### config.mk
export PLATFORM = sky130hd
export DESIGN_NAME = tag_subsystem_top
export DESIGN_NICKNAME = d
export VERILOG_FILES = /design/src/tag_pkg.sv /design/src/tag_trace_intake.sv /design/src/tag_trace_replay.sv /design/src/tag_master.sv /design/src/tag_client_bank.sv /design/src/clock_downsample.sv /design/src/tag_subsystem_top.sv
export SDC_FILE = /design/constraint.sdc
export NUM_CORES = 1
export LEC_CHECK = 0
export BUFFER_PORTS_ARGS = -buffer_cell sky130_fd_sc_hd__buf_2
export CAP_MARGIN = 25
export CORE_UTILIZATION = 42
export CTS_BUF_LIST = sky130_fd_sc_hd__clkbuf_4
export DETAILED_ROUTE_END_ITERATION = 10
export PLACE_DENSITY = 0.69
export SYNTH_ARGS = -nofsm -noshare
export SYNTH_HDL_FRONTEND = slang
export SYNTH_SLANG_ARGS = --single-unit
### constraint.sdc
create_clock -name clk -period 6.91 [get_ports clk]
set_clock_uncertainty 0.2 [all_clocks]
set_input_delay 2.073 -clock clk [delete_from_list [all_inputs] [get_ports clk]]
set_output_delay 2.073 -clock clk [all_outputs]
set_load 0.01 [all_outputs]
### src/tag_pkg.sv
`default_nettype none

package tag_pkg;

  //////////////////////////////
  // Trace word layout
  //////////////////////////////

  localparam int TRACE_WIDTH = 16;
  localparam int OP_WIDTH    = 2;

  // Opcodes, same position in every view
  localparam logic [OP_WIDTH-1:0] OP_NOP    = 2'd0;
  localparam logic [OP_WIDTH-1:0] OP_SEND   = 2'd1;
  localparam logic [OP_WIDTH-1:0] OP_WAIT   = 2'd2;
  localparam logic [OP_WIDTH-1:0] OP_FINISH = 2'd3;

  //////////////////////////////
  // Tag packet
  //////////////////////////////

  localparam int TAG_ID_WIDTH      = 3;
  localparam int TAG_PAYLOAD_WIDTH = 8;

  // Id, reset bit, payload
  localparam int PACKET_LEN = TAG_ID_WIDTH + 1 + TAG_PAYLOAD_WIDTH;

  localparam int WAIT_WIDTH = TRACE_WIDTH - OP_WIDTH;

  typedef union packed {
    // Send entry
    struct packed {
      logic [OP_WIDTH-1:0]                      op;
      logic [TAG_ID_WIDTH-1:0]                  id;
      logic                                     rst;
      logic [TAG_PAYLOAD_WIDTH-1:0]             payload;
      logic [TRACE_WIDTH-OP_WIDTH-PACKET_LEN-1:0] spare;
    } send;
    // Wait entry
    struct packed {
      logic [OP_WIDTH-1:0]   op;
      logic [WAIT_WIDTH-1:0] count;
    } delay;
  } tag_trace_word_u;

endpackage

`default_nettype wire

### src/tag_trace_intake.sv
`timescale 1ns/10ps
`default_nettype none

module tag_trace_intake (
  input  wire                       clk,
  input  wire                       arst_n_i,
  input  wire                       trace_req_i,
  input  wire tag_pkg::tag_trace_word_u trace_word_i,
  output logic                      trace_ack_o,
  output logic                      entry_valid_o,
  output tag_pkg::tag_trace_word_u  entry_word_o,
  input  wire                       entry_take_i
);

  logic slot_full_q;
  logic accepted_q;
  logic store;

  // New request, not yet stored, and room for it
  assign store = trace_req_i & ~accepted_q & ~slot_full_q;

  //////////////////////////////
  // Handshake and slot state
  //////////////////////////////

  always_ff @(posedge clk or negedge arst_n_i) begin
    if (!arst_n_i) begin
      slot_full_q <= 1'b0;
      accepted_q  <= 1'b0;
    end else begin
      // Hold ack until the host drops req
      if (accepted_q) begin
        if (!trace_req_i) accepted_q <= 1'b0;
      end else if (store) begin
        accepted_q <= 1'b1;
      end

      if (store) begin
        slot_full_q <= 1'b1;
      end else if (entry_take_i) begin
        slot_full_q <= 1'b0;
      end
    end
  end

  // Word storage
  always_ff @(posedge clk) begin
    if (store) entry_word_o <= trace_word_i;
  end

  assign trace_ack_o   = accepted_q;
  assign entry_valid_o = slot_full_q;

  // Ack only ever answers a request seen on the previous edge
  a_ack_follows_req: assert property (
    @(posedge clk) disable iff (!arst_n_i)
    $rose(trace_ack_o) |-> $past(trace_req_i)
  ) else $error("trace_ack_o rose without trace_req_i");

endmodule

`default_nettype wire

### src/tag_trace_replay.sv
`timescale 1ns/10ps
`default_nettype none

module tag_trace_replay (
  input  wire                       clk,
  input  wire                       arst_n_i,
  input  wire                       entry_valid_i,
  input  wire tag_pkg::tag_trace_word_u entry_word_i,
  output logic                      entry_take_o,
  output logic                      tag_en_o,
  output logic                      tag_data_o,
  output logic                      done_o
);

  localparam int CNT_WIDTH = $clog2(tag_pkg::PACKET_LEN);
  localparam logic [CNT_WIDTH-1:0] LAST_BIT = CNT_WIDTH'(tag_pkg::PACKET_LEN - 1);

  logic                            sending_q;
  logic [CNT_WIDTH-1:0]            bits_left_q;
  logic [tag_pkg::PACKET_LEN-1:0]  shift_q;
  logic [tag_pkg::WAIT_WIDTH-1:0]  wait_cnt_q;
  logic                            done_q;

  logic                            busy;
  logic                            take;
  logic                            start_send;
  logic [tag_pkg::OP_WIDTH-1:0]    op;

  //////////////////////////////
  // Entry decode
  //////////////////////////////

  // Opcode field is shared by both views
  assign op = entry_word_i.send.op;

  assign busy       = sending_q | (wait_cnt_q != '0);
  assign take       = entry_valid_i & ~busy;
  assign start_send = take & ~done_q & (op == tag_pkg::OP_SEND);

  //////////////////////////////
  // Sequencing
  //////////////////////////////

  always_ff @(posedge clk or negedge arst_n_i) begin
    if (!arst_n_i) begin
      sending_q   <= 1'b0;
      bits_left_q <= '0;
      wait_cnt_q  <= '0;
      done_q      <= 1'b0;
    end else begin
      if (sending_q) begin
        if (bits_left_q == '0) begin
          sending_q <= 1'b0;
        end else begin
          bits_left_q <= bits_left_q - 1'b1;
        end
      end else if (wait_cnt_q != '0) begin
        wait_cnt_q <= wait_cnt_q - 1'b1;
      end else if (take && !done_q) begin
        case (op)
          tag_pkg::OP_SEND: begin
            sending_q   <= 1'b1;
            bits_left_q <= LAST_BIT;
          end
          tag_pkg::OP_WAIT: begin
            wait_cnt_q <= entry_word_i.delay.count;
          end
          tag_pkg::OP_FINISH: begin
            done_q <= 1'b1;
          end
          // NOP is taken and dropped
          default: begin
          end
        endcase
      end
    end
  end

  // Packet shifter, MSB leaves first
  always_ff @(posedge clk) begin
    if (start_send) begin
      shift_q <= {entry_word_i.send.id, entry_word_i.send.rst, entry_word_i.send.payload};
    end else if (sending_q) begin
      shift_q <= {shift_q[tag_pkg::PACKET_LEN-2:0], 1'b0};
    end
  end

  assign entry_take_o = take;
  assign tag_en_o     = sending_q;
  assign tag_data_o   = sending_q & shift_q[tag_pkg::PACKET_LEN-1];
  assign done_o       = done_q;

  // Nothing goes out on the tag line once programming has ended
  a_quiet_after_done: assert property (
    @(posedge clk) disable iff (!arst_n_i)
    !(tag_en_o && done_o)
  ) else $error("tag_en_o high after done_o");

endmodule

`default_nettype wire

### src/tag_master.sv
`timescale 1ns/10ps
`default_nettype none

module tag_master (
  input  wire                                   clk,
  input  wire                                   arst_n_i,
  input  wire                                   tag_en_i,
  input  wire                                   tag_data_i,
  output logic                                  wr_valid_o,
  output logic [tag_pkg::TAG_ID_WIDTH-1:0]      wr_id_o,
  output logic                                  wr_reset_o,
  output logic [tag_pkg::TAG_PAYLOAD_WIDTH-1:0] wr_payload_o
);

  localparam int CNT_WIDTH = $clog2(tag_pkg::PACKET_LEN);
  localparam logic [CNT_WIDTH-1:0] LAST_BIT = CNT_WIDTH'(tag_pkg::PACKET_LEN - 1);

  logic [tag_pkg::PACKET_LEN-2:0] shift_q;
  logic [CNT_WIDTH-1:0]           bit_cnt_q;
  logic [tag_pkg::PACKET_LEN-1:0] packet;
  logic                           last_bit;

  // Full packet as seen during its final bit
  assign packet   = {shift_q, tag_data_i};
  assign last_bit = tag_en_i & (bit_cnt_q == LAST_BIT);

  //////////////////////////////
  // Bit counter
  //////////////////////////////

  always_ff @(posedge clk or negedge arst_n_i) begin
    if (!arst_n_i) begin
      bit_cnt_q  <= '0;
      wr_valid_o <= 1'b0;
    end else begin
      wr_valid_o <= last_bit;
      if (!tag_en_i || last_bit) begin
        bit_cnt_q <= '0;
      end else begin
        bit_cnt_q <= bit_cnt_q + 1'b1;
      end
    end
  end

  //////////////////////////////
  // Deserializer
  //////////////////////////////

  always_ff @(posedge clk) begin
    if (tag_en_i) shift_q <= packet[tag_pkg::PACKET_LEN-2:0];

    // Split into fields on the last bit
    if (last_bit) begin
      wr_id_o      <= packet[tag_pkg::PACKET_LEN-1 -: tag_pkg::TAG_ID_WIDTH];
      wr_reset_o   <= packet[tag_pkg::TAG_PAYLOAD_WIDTH];
      wr_payload_o <= packet[tag_pkg::TAG_PAYLOAD_WIDTH-1:0];
    end
  end

  // Enable drops only once a whole packet has arrived
  a_whole_packets: assert property (
    @(posedge clk) disable iff (!arst_n_i)
    $fell(tag_en_i) |-> (bit_cnt_q == '0)
  ) else $error("tag_en_i fell in the middle of a packet");

endmodule

`default_nettype wire

### src/tag_client_bank.sv
`timescale 1ns/10ps
`default_nettype none

module tag_client_bank #(
  parameter int NUM_CLIENTS = 6
) (
  input  wire                                                clk,
  input  wire                                                arst_n_i,
  input  wire                                                wr_valid_i,
  input  wire  [tag_pkg::TAG_ID_WIDTH-1:0]                   wr_id_i,
  input  wire                                                wr_reset_i,
  input  wire  [tag_pkg::TAG_PAYLOAD_WIDTH-1:0]              wr_payload_i,
  output logic [NUM_CLIENTS*tag_pkg::TAG_PAYLOAD_WIDTH-1:0]  client_data_o
);

  logic [NUM_CLIENTS-1:0][tag_pkg::TAG_PAYLOAD_WIDTH-1:0] client_q;

  //////////////////////////////
  // Client registers
  //////////////////////////////

  // Ids past the last client match no entry and are dropped
  always_ff @(posedge clk or negedge arst_n_i) begin
    if (!arst_n_i) begin
      client_q <= '0;
    end else if (wr_valid_i) begin
      for (int i = 0; i < NUM_CLIENTS; i++) begin
        if (int'(wr_id_i) == i) begin
          if (wr_reset_i) begin
            client_q[i] <= '0;
          end else begin
            client_q[i] <= wr_payload_i;
          end
        end
      end
    end
  end

  // Client 0 in the low byte
  assign client_data_o = client_q;

  // Write id comes from the deserializer and must be fully known
  a_known_id: assert property (
    @(posedge clk) disable iff (!arst_n_i)
    wr_valid_i |-> !$isunknown(wr_id_i)
  ) else $error("wr_id_i unknown on a write");

endmodule

`default_nettype wire

### src/clock_downsample.sv
`timescale 1ns/10ps
`default_nettype none

module clock_downsample #(
  parameter int SLOWDOWN_RATIO = 8
) (
  input  wire  clk,
  input  wire  arst_n_i,
  input  wire  slow_i,
  output logic clk_r_o
);

  localparam int CNT_WIDTH = $clog2(SLOWDOWN_RATIO);
  localparam logic [CNT_WIDTH-1:0] SLOW_LIMIT = CNT_WIDTH'(SLOWDOWN_RATIO - 1);

  logic [CNT_WIDTH-1:0] cnt_q;
  logic                 reload;

  assign reload = (cnt_q == '0);

  //////////////////////////////
  // Divider
  //////////////////////////////

  // Rate is picked up only at a reload, so every phase runs to its full length
  always_ff @(posedge clk or negedge arst_n_i) begin
    if (!arst_n_i) begin
      cnt_q   <= SLOW_LIMIT;
      clk_r_o <= 1'b0;
    end else if (reload) begin
      clk_r_o <= ~clk_r_o;
      if (slow_i) begin
        cnt_q <= SLOW_LIMIT;
      end else begin
        cnt_q <= '0;
      end
    end else begin
      cnt_q <= cnt_q - 1'b1;
    end
  end

endmodule

`default_nettype wire

### src/tag_subsystem_top.sv
`timescale 1ns/10ps
`default_nettype none

module tag_subsystem_top #(
  parameter int NUM_CLIENTS    = 6,
  parameter int SLOWDOWN_RATIO = 8
) (
  input  wire                                                clk,
  input  wire                                                arst_n_i,
  // Host trace port
  input  wire                                                trace_req_i,
  input  wire tag_pkg::tag_trace_word_u                      trace_word_i,
  output logic                                               trace_ack_o,
  // Serial tag line
  output logic                                               tag_en_o,
  output logic                                               tag_data_o,
  output logic                                               done_o,
  output logic [NUM_CLIENTS*tag_pkg::TAG_PAYLOAD_WIDTH-1:0]  client_data_o,
  output logic                                               slow_clk_o
);

  logic                                  entry_valid;
  tag_pkg::tag_trace_word_u              entry_word;
  logic                                  entry_take;

  logic                                  wr_valid;
  logic [tag_pkg::TAG_ID_WIDTH-1:0]      wr_id;
  logic                                  wr_reset;
  logic [tag_pkg::TAG_PAYLOAD_WIDTH-1:0] wr_payload;

  //////////////////////////////
  // Trace path
  //////////////////////////////

  tag_trace_intake u_intake (
    .clk           (clk),
    .arst_n_i      (arst_n_i),
    .trace_req_i   (trace_req_i),
    .trace_word_i  (trace_word_i),
    .trace_ack_o   (trace_ack_o),
    .entry_valid_o (entry_valid),
    .entry_word_o  (entry_word),
    .entry_take_i  (entry_take)
  );

  tag_trace_replay u_replay (
    .clk           (clk),
    .arst_n_i      (arst_n_i),
    .entry_valid_i (entry_valid),
    .entry_word_i  (entry_word),
    .entry_take_o  (entry_take),
    .tag_en_o      (tag_en_o),
    .tag_data_o    (tag_data_o),
    .done_o        (done_o)
  );

  //////////////////////////////
  // Tag receive side
  //////////////////////////////

  tag_master u_master (
    .clk          (clk),
    .arst_n_i     (arst_n_i),
    .tag_en_i     (tag_en_o),
    .tag_data_i   (tag_data_o),
    .wr_valid_o   (wr_valid),
    .wr_id_o      (wr_id),
    .wr_reset_o   (wr_reset),
    .wr_payload_o (wr_payload)
  );

  tag_client_bank #(
    .NUM_CLIENTS (NUM_CLIENTS)
  ) u_clients (
    .clk           (clk),
    .arst_n_i      (arst_n_i),
    .wr_valid_i    (wr_valid),
    .wr_id_i       (wr_id),
    .wr_reset_i    (wr_reset),
    .wr_payload_i  (wr_payload),
    .client_data_o (client_data_o)
  );

  // Core clock runs slow until programming is done
  clock_downsample #(
    .SLOWDOWN_RATIO (SLOWDOWN_RATIO)
  ) u_downsample (
    .clk      (clk),
    .arst_n_i (arst_n_i),
    .slow_i   (~done_o),
    .clk_r_o  (slow_clk_o)
  );

endmodule

`default_nettype wire

---- Yosys cells after proc, flatten, opt, wreduce, memory -nomap -nowiden ----
Cells that the tools add are included.
storage, ports and cells
  bits in latches ......................... 0
  logic and storage cells ................. 99
  RAM bits ................................ 0
  memories ................................ 0
  bits in registers ....................... 130
  output and inout port bits .............. 53
  memory bits (read-only) ................. 0
operators by class
  shift-type cells ........................ 0
  multiplexer cells ....................... 24
  reduce and logical (&&, ||, !) cells .... 23
  magnitude comparators ................... 0
  div/mod/pow operators ................... 0
  eq/ne operators ......................... 11
  add/subtract/negate cells ............... 4
  bitwise gates (word level) .............. 15
  multipliers ............................. 0
operator list
  kind                     number
  $mux W14                 3
  $mux W12                 2
  $mux W4                  6
  $reduce_bool A14 Y1      1
  $sub A14 B1 Y14 const B  1
  $eq A3 B3 Y1 const B     4
  $reduce_and A2 Y1        6
  $reduce_bool A2 Y1       6
  $mux W1                  10
  $mux W8                  1
  $reduce_and A4 Y1        2
  $and A1 B1 Y1            7
  $not A1 Y1               7
  $logic_not A3 Y1         2
  $mux W3                  2
  $add A4 B1 Y4 const B    1
  $eq A2 B2 Y1 const B     2
  $eq A4 B4 Y1 const B     1
  $logic_not A4 Y1         1
  $sub A4 B1 Y4 const B    1
  $eq A3 B2 Y1 const B     1
  $reduce_and A3 Y1        1
  $sub A3 B1 Y3 const B    1
  $eq A2 B1 Y1 const B     1
  6 further kinds          7

---- Logic depth before layout (Yosys ltp) ----
Gate-level depths: netlist (run 1).
  word-level depth ........................ 8
  mapped depth ............................ 8

---- By module ----
Synthesis (run 1) repeated with hierarchy kept, for this count alone.
unflattened totals
  cell total of the unflattened synthesis .. 376
  area, all modules ....................... 5420.2 um^2
by module, submodules not included
  module             area an instance (um^2)  cells an instance  times used
  tag_client_bank    1895.6                   115                1
  tag_trace_replay   1846.8                   179                1
  tag_master         907.1                    43                 1
  tag_trace_intake   565.5                    23                 1
  clock_downsample   201.4                    15                 1
  tag_subsystem_top  3.8                      1                  1

---- Worst setup path after synthesis (run 1) ----
No wires, ideal clock.
  path type ............................... input port to flip-flop
  start ................................... input trace_req_i
  end ..................................... register u_intake.entry_word_o[0] (netlist name), enable pin
  data required time ...................... 6297 ps
  buffers on the path ..................... 0
  slack ................................... 2985 ps
  arrival ................................. 3313 ps
  cell stages on the path ................. 1
  cell sequence ........................... nor3b_1
on the way
  cells in the longest elaborated chain, start to end .. 2
RTL lines
  element                     RTL line                 RTL
  start: declaration          tag_subsystem_top.sv:11  input wire trace_req_i,
  $and A1 B1 Y1 (2 in a row)  tag_trace_intake.sv:20   assign store = trace_req_i & ~accepted_q & ~slot_full_q;
  end signal: assignment      tag_trace_intake.sv:48   if (store) entry_word_o <= trace_word_i;
  end: declaration            tag_trace_intake.sv:11   output tag_pkg::tag_trace_word_u entry_word_o,
Every way passes these cells.
A chain may end at the register's enable or synchronous reset.

---- Final worst setup path (run 1) ----
  start ................................... register u_replay.sending_q, in the netlist u_replay.tag_en_o
  end ..................................... output tag_data_o
on the way
  cells in the longest elaborated chain, start to end .. 1
RTL lines
  element                   RTL line                 RTL
  start: declaration        tag_trace_replay.sv:18   logic sending_q;
  start signal: assignment  tag_trace_replay.sv:46   sending_q <= 1'b0;
  start signal: assignment  tag_trace_replay.sv:53   sending_q <= 1'b0;
  start signal: assignment  tag_trace_replay.sv:62   sending_q <= 1'b1;
  $and A1 B1 Y1             tag_trace_replay.sv:90   assign tag_data_o = sending_q & shift_q[tag_pkg::PACKET_LEN-1];
  end: declaration          tag_subsystem_top.sv:16  output logic tag_data_o,
Every way passes these cells.

==> results of run 1 <==
## registers in the layout (all words and copies together), names as in the netlist, 3 cells and up
| signal | cells |
|---|---|
| u_master.wr_id_o | 3 |
| u_downsample.cnt_q | 3 |
| u_replay.bits_left_q | 4 |
| u_master.bit_cnt_q | 4 |
| u_master.wr_payload_o | 8 |
| u_replay.wait_cnt_q | 14 |
| u_clients.client_data_o | 48 |
| u_intake.entry_word_o | 16 |
| u_replay.shift_q | 12 |
| u_master.shift_q | 11 |
## power groups by stage
stage	combinational, uW	clock [uW]	sequential (uW)
2_1_floorplan	205	0	928
3_3_place_gp	253	0	936
3_5_place_dp	263	0	940
4_1_cts	265	606	924
5_1_grt	298	634	935
6_report	270	586	926
## cells in the final DEF, fill, tap and decap left out, types with 3 or more instances in the layout
cell type  synthesis  final
dfstp_2            3      3
nand3_1           11     11
o21ai_0           62     62
nand2_1           65     65
nor4_1             6      6
buf_2              0     70
mux2_2             6      6
a21oi_1           14     14
a31oi_1            4      4
inv_1             12     12
nor2_1            20     20
inv_6              0      4
ha_1               6      6
mux2_4             7      7
mux2i_1            3      3
edfxtp_1          51     51
clkbuf_4           0     17
dfrtp_1           76     76
buf_4              1      4
nand2b_1          11     11
nor3_1             6      6
bufinv_16          0      4
## layer usage
layer	vias to the layer above	track usage, %	share of wire (%)
met5	-	0	0
met4	0	7.37	1.7
met3	20	5.47	6.1
met2	131	25.8	46
met1	1674	21.2	46
li1	1689	-	-
## area by class of cell
cell class	count	area [um^2]
sequential	130	3510
clock inverter	15	204
clock buffer	17	128
tap	168	210
multi-input combinational	267	1610
timing repair buffer	76	419
inverter	12	45.0
fill	1044	5940
## per-stage QoR
stage / power [uW] / worst slack, ps / utilization (%) / hold slack, ps / area, um^2
finish: 1780 / 3340 / 50.8 / 221 / 6120
global route: 1870 / 3240 / 50.8 / 230 / 6120
CTS: 1800 / 3280 / 50.5 / 221 / 6090
detailed placement: 1200 / 3720 / 47.7 / 206 / 5760
global placement: 1190 / 3260 / 47.6 / 202 / 5750
floorplan: 1130 / 2980 / - / 200 / 5220
## worst max-delay path, stage by stage, from the launching register on
cell     delay (ps)
dfrtp_1         440
and2_1          180
buf_2           140
## worst min path at each step
stage	from	slack (ps)	endpoint
after global placement	u_master.shift_q[10]$_DFFE_PP_	200	u_master.wr_id_o[2]$_DFFE_PP_
final	u_master.shift_q[10]$_DFFE_PP_	220	u_master.wr_id_o[2]$_DFFE_PP_
after CTS	u_master.shift_q[10]$_DFFE_PP_	220	u_master.wr_id_o[2]$_DFFE_PP_
after detailed placement	u_master.shift_q[10]$_DFFE_PP_	210	u_master.wr_id_o[2]$_DFFE_PP_
after floorplan	u_master.shift_q[10]$_DFFE_PP_	200	u_master.wr_id_o[2]$_DFFE_PP_
after global routing	u_master.shift_q[10]$_DFFE_PP_	230	u_master.wr_id_o[2]$_DFFE_PP_
## logic make-up after synthesis
logic type | synth area share, %
AOI/OAI and AO/OA | 10.0
xor gates and xnor gates | 0.503
adders and majority gates | 1.44
buffers and inverters | 2.08
DFF | 67.2
muxes | 3.88
and+or+nand+nor | 14.8
==> metrics.md, run 1 <==
| Metric | Value |
|---|---|
| DR pass1 iterations | `6` |
| Share of flip-flops with an asynchronous set or reset | `60.8%` |
| Hpwl dp | `6.85 mm` |
| TritonCTS clock tree | `yes` |
| Ys flop type | `dfrtp_1` |
| Vias per inst | `5.13` |
| R2R Setup Slk | `3840 ps` |
| Outcome | `complete, no violations` |
| Residual DRC count | `0` |
| Final net count | `529` |
| Fraction of layout cells with a size suffix above 1 | `26.1%` |
| Final hold violations | `0` |
| Synthesis Warnings | `0` |
| Synth Cell Area | `0.00522 mm^2` |
| PortBufs | `71` |
| Type of origin of the critical path | `register` |
| Post-synthesis net count | `448` |
| CTS Buffer Depth | `2` |
| Crit. Startpoint | `u_replay.tag_en_o$_DFF_PN0_` |
| Number of max-cap violations | `0` |
| Ports | `72` |
| Worst setup EP type | `output port` |
| GRT Util Overall | `16.6%` |
| Top area cells in the synthesized netlist | `dfrtp_1 36%, edfxtp_1 29%, o21ai_0 5.9%` |
| Crit path capture | `tag_data_o` |
| Pin count of the biggest net entering global routing | `80` |
| Worst-margin pin slew | `581 ps` |
| Top cell type's share of synthesized area | `36.4%` |
| Initial cell density of the core | `43.3%` |
| Crit path DAT | `1300 ps` |
| Gpl congestion | `0.833` |
| Seq/Total Area, Yosys | `67.2%` |
| Final setup violation count | `0` |
| Die boundary height | `114 um` |
| Routed len/inst | `14.5 um` |
| HP Class | `reg -> reg` |
| Post-synth EDFFs | `51` |
| Synth cell count leaders | `76 x dfrtp_1, 65 x nand2_1, 62 x o21ai_0` |
| Clk network pwr share | `32.9%` |
| Minimum clock period | `3570 ps` |
| Non-filler instance count after layout | `685` |
| Flip-flop and latch count after synthesis | `130` |
| Post-cts resize count | `0` |
| Postcts setup bufs | `0` |
| Sequential share of power | `52.0%` |
| Antenna cells | `0` |
| VDD IR max | `0.123 mV` |
| Die width | `114 um` |
| Number of global-route vias before repair | `3266` |
| Leakage power | `0.00271 uW` |
| Gate Count Post-Synth | `423` |
| Max transition margin | `60.8%` |
| # rows | `40` |
| Final Routed Wirelength | `9.96 mm` |
| GR Overflow Total | `0` |
| Critical path peak fanout | `6` |
| Floorplan core area | `0.0121 mm^2` |
| Comb power frac | `15.1%` |
| RR Endpoint | `u_replay.wait_cnt_q[6]$_DFFE_PN0P_` |
| Die footprint | `0.0129 mm^2` |
| Setup TNS | `0 ps` |
| Vias post-DR | `3514` |
| CTS root buffer | `clkbuf_4` |
| Top cell type by total area after synthesis | `dfrtp_1` |
| Total CTS buffers | `17` |
| DP Cell Count | `651` |
| Power per cell area | `291 mW/mm^2` |
| Sw power | `507 uW` |
| Power Internal | `1280 uW` |
| Unrepaired setup endpoints after global routing | `no` |
| Initial antenna violation count | `0` |
| Post-DRT Antenna Nets | `0` |
| Clk_lat worst skew | `540 ps` |
| Most frequent cell after synthesis | `dfrtp_1` |
| Synth cell types | `49` |
| Htree depth | `4` |
| Fmax | `280 MHz` |
| Worst-path clk slew | `120 ps` |
| Final Slew Violations | `0` |
| CTS Hold Buffers Added | `0` |
| Path depth of the worst reg2reg path | `7` |
| Detailed Route Iter0 Violations | `333` |
| First-pass GRT wire length | `16.1 mm` |
| Tcrit/Tclk final | `51.7%` |
| Clock sinks | `130` |
| Req. time, crit path | `4640 ps` |
| P&R area growth vs syn | `17.3%` |
| Hold path depth | `0` |
| Critical path type | `reg -> out` |
| Worst r2r src | `u_replay.wait_cnt_q[0]$_DFFE_PN0P_` |
| Sw frac | `28.4%` |
| Avg Cell Area, Syn | `12.3 um^2` |
Note: power is estimated with default switching activity, not from simulation.
==> inputs of run 2 (changes only) <==
Clock period 6.91 ns to 3.64 ns, I/O delays scaled along.
==> run 2 against run 1 <==
  * Cell area decreased by 0.65%
  * Final cell count rose by 0.15%
  * Critical endpoint unchanged
  * Sequential power up 90%
  * Via count is 1.2% lower
  * Largest power group unchanged
==> metrics.md, run 2 (synthesis gave the netlist of run 1 again) <==
| Metric | Value |
|---|---|
| CP max-delay cell | `dfrtp_1` |
| Fmax | `344 MHz` |
| Outcome | `complete, no violations` |
| Minimum clock period | `2910 ps` |
| FF+latch area | `0.00351 mm^2` |
| TritonCTS clock tree | `yes` |
| Final hold violations | `0` |
| CTS Buffer Depth | `2` |
| Worst-path clk slew | `130 ps` |
| Postcts setup bufs | `0` |
| Worst setup EP type | `output port` |
| Most frequent cells in the layout | `76 x dfrtp_1, 70 x buf_2, 65 x nand2_1, 62 x o21ai_0, 51 x edfxtp_1` |
| Unrepaired setup endpoints after global routing | `no` |
| Post-DRT Antenna Nets | `0` |
| Antenna cells | `0` |
| Clk_lat worst skew | `530 ps` |
| Leakage power | `0.00269 uW` |
| Hold Slack | `197 ps` |
| Final Slew Violations | `0` |
| Die footprint | `0.0129 mm^2` |
| Number of global-route vias before repair | `3390` |
| Fraction of layout cells with a size suffix above 1 | `26.4%` |
| Initial cell density of the core | `43.3%` |
| Critical path peak fanout | `12` |
| Final net count | `530` |
| First-pass GRT wire length | `17.0 mm` |
| Fillers | `1074` |
| Floorplan core area | `0.0121 mm^2` |
| Gpl congestion | `0.864` |
| Hpwl dp | `7.23 mm` |
| Crit path DAT | `1610 ps` |
| DP Cell Count | `652` |
| Max FFs per register | `48` |
| Crit-path cells | `and2_1 > buf_2` |
| Critical path's largest stage delay | `670 ps` |
| Clock sinks | `130` |
| Ports | `72` |
| PortBufs | `71` |
| Number of max-cap violations | `0` |
| HP Class | `in -> async` |
| Post-cts resize count | `0` |
| Htree depth | `4` |
| Vias per inst | `5.06` |
| Max transition margin | `54.6%` |
| Critical path type | `reg -> out` |
| Most common library cell in the layout ignoring fill and taps | `dfrtp_1` |
| P&R area growth vs syn | `16.5%` |
| # rows | `40` |
| Initial antenna violation count | `0` |
| Vias post-DR | `3472` |
| Final setup violation count | `0` |
| Multi-input gate area | `0.00161 mm^2` |
| Type of origin of the critical path | `register` |
| Tot Pwr | `3270 uW` |
| Final Routed Wirelength | `10.4 mm` |
| Req. time, crit path | `2350 ps` |
| GRT Util Overall | `17.5%` |
| Die width | `114 um` |
| Setup TNS | `0 ps` |
| Detailed Route Iter0 Violations | `220` |
| Tcrit/Tclk final | `79.8%` |
| Non-filler instance count after layout | `686` |
| Die boundary height | `114 um` |
| Residual DRC count | `0` |
| Power per cell area | `537 mW/mm^2` |
| CTS root buffer | `clkbuf_4` |
| CP delay by family, top | `flip-flops` |
| Total CTS buffers | `17` |
| Pin count of the biggest net entering global routing | `80` |
| GR Overflow Total | `0` |
| VDD IR max | `0.251 mV` |
| Worst-margin pin slew | `675 ps` |
| Routed len/inst | `15.1 um` |
| CTS Hold Buffers Added | `0` |
| DR pass1 iterations | `4` |
| CP bufs+invs | `1` |
run 2: final timing paths:
path | from | end | slack, ps | cells after the start
worst max-delay path | u_replay.tag_en_o$_DFF_PN0_ | tag_data_o | 730 | 2
worst min-delay path | arst_n_i | u_clients.client_data_o[17]$_DFFE_PN0P_ | 200 | 1
worst max register to register | u_replay.wait_cnt_q[0]$_DFFE_PN0P_ | u_replay.shift_q[3]$_DFFE_PP_ | 790 | 6
worst min register to register | u_master.shift_q[10]$_DFFE_PP_ | u_master.wr_id_o[2]$_DFFE_PP_ | 220 | 0
max in group asynchronous | arst_n_i | u_downsample.cnt_q[1]$_DFF_PN1_ | 2420 | 2
min in group clk | u_master.shift_q[10]$_DFFE_PP_ | u_master.wr_id_o[2]$_DFFE_PP_ | 220 | 0
run 2: power by group:
part | switching, uW | internal [uW]
Combinational | 300 | 227
Clock | 557 | 425
Sequential | 120 | 1640
run 2: per-layer routing:
metal	GRT usage [%]	wire, um	part of all wire [%]
met1	21.5	4720	46
met2	28.4	4870	47
met3	5.90	616	5.9
met4	6.84	160	1.5
met5	0	0	0
run 2: area by class of cell:
type                    count  share of cell area, %
flip-flops and latches    130                   57.7
well taps                 168                   3.45
repair buffers             77                   6.95
clock inverters            14                   2.51
multi-input cells         267                   26.4
inverters                  12                  0.740
clock buffers              18                   2.22
run 2: stage by stage:
stage	util (%)	cell area, um^2	worst slack [ps]
final	50.4	6080	734
after global routing	50.4	6080	607
after CTS	50.2	6050	666
after detailed placement	47.8	5760	817
after global placement	47.8	5760	932
after floorplan	-	5220	696
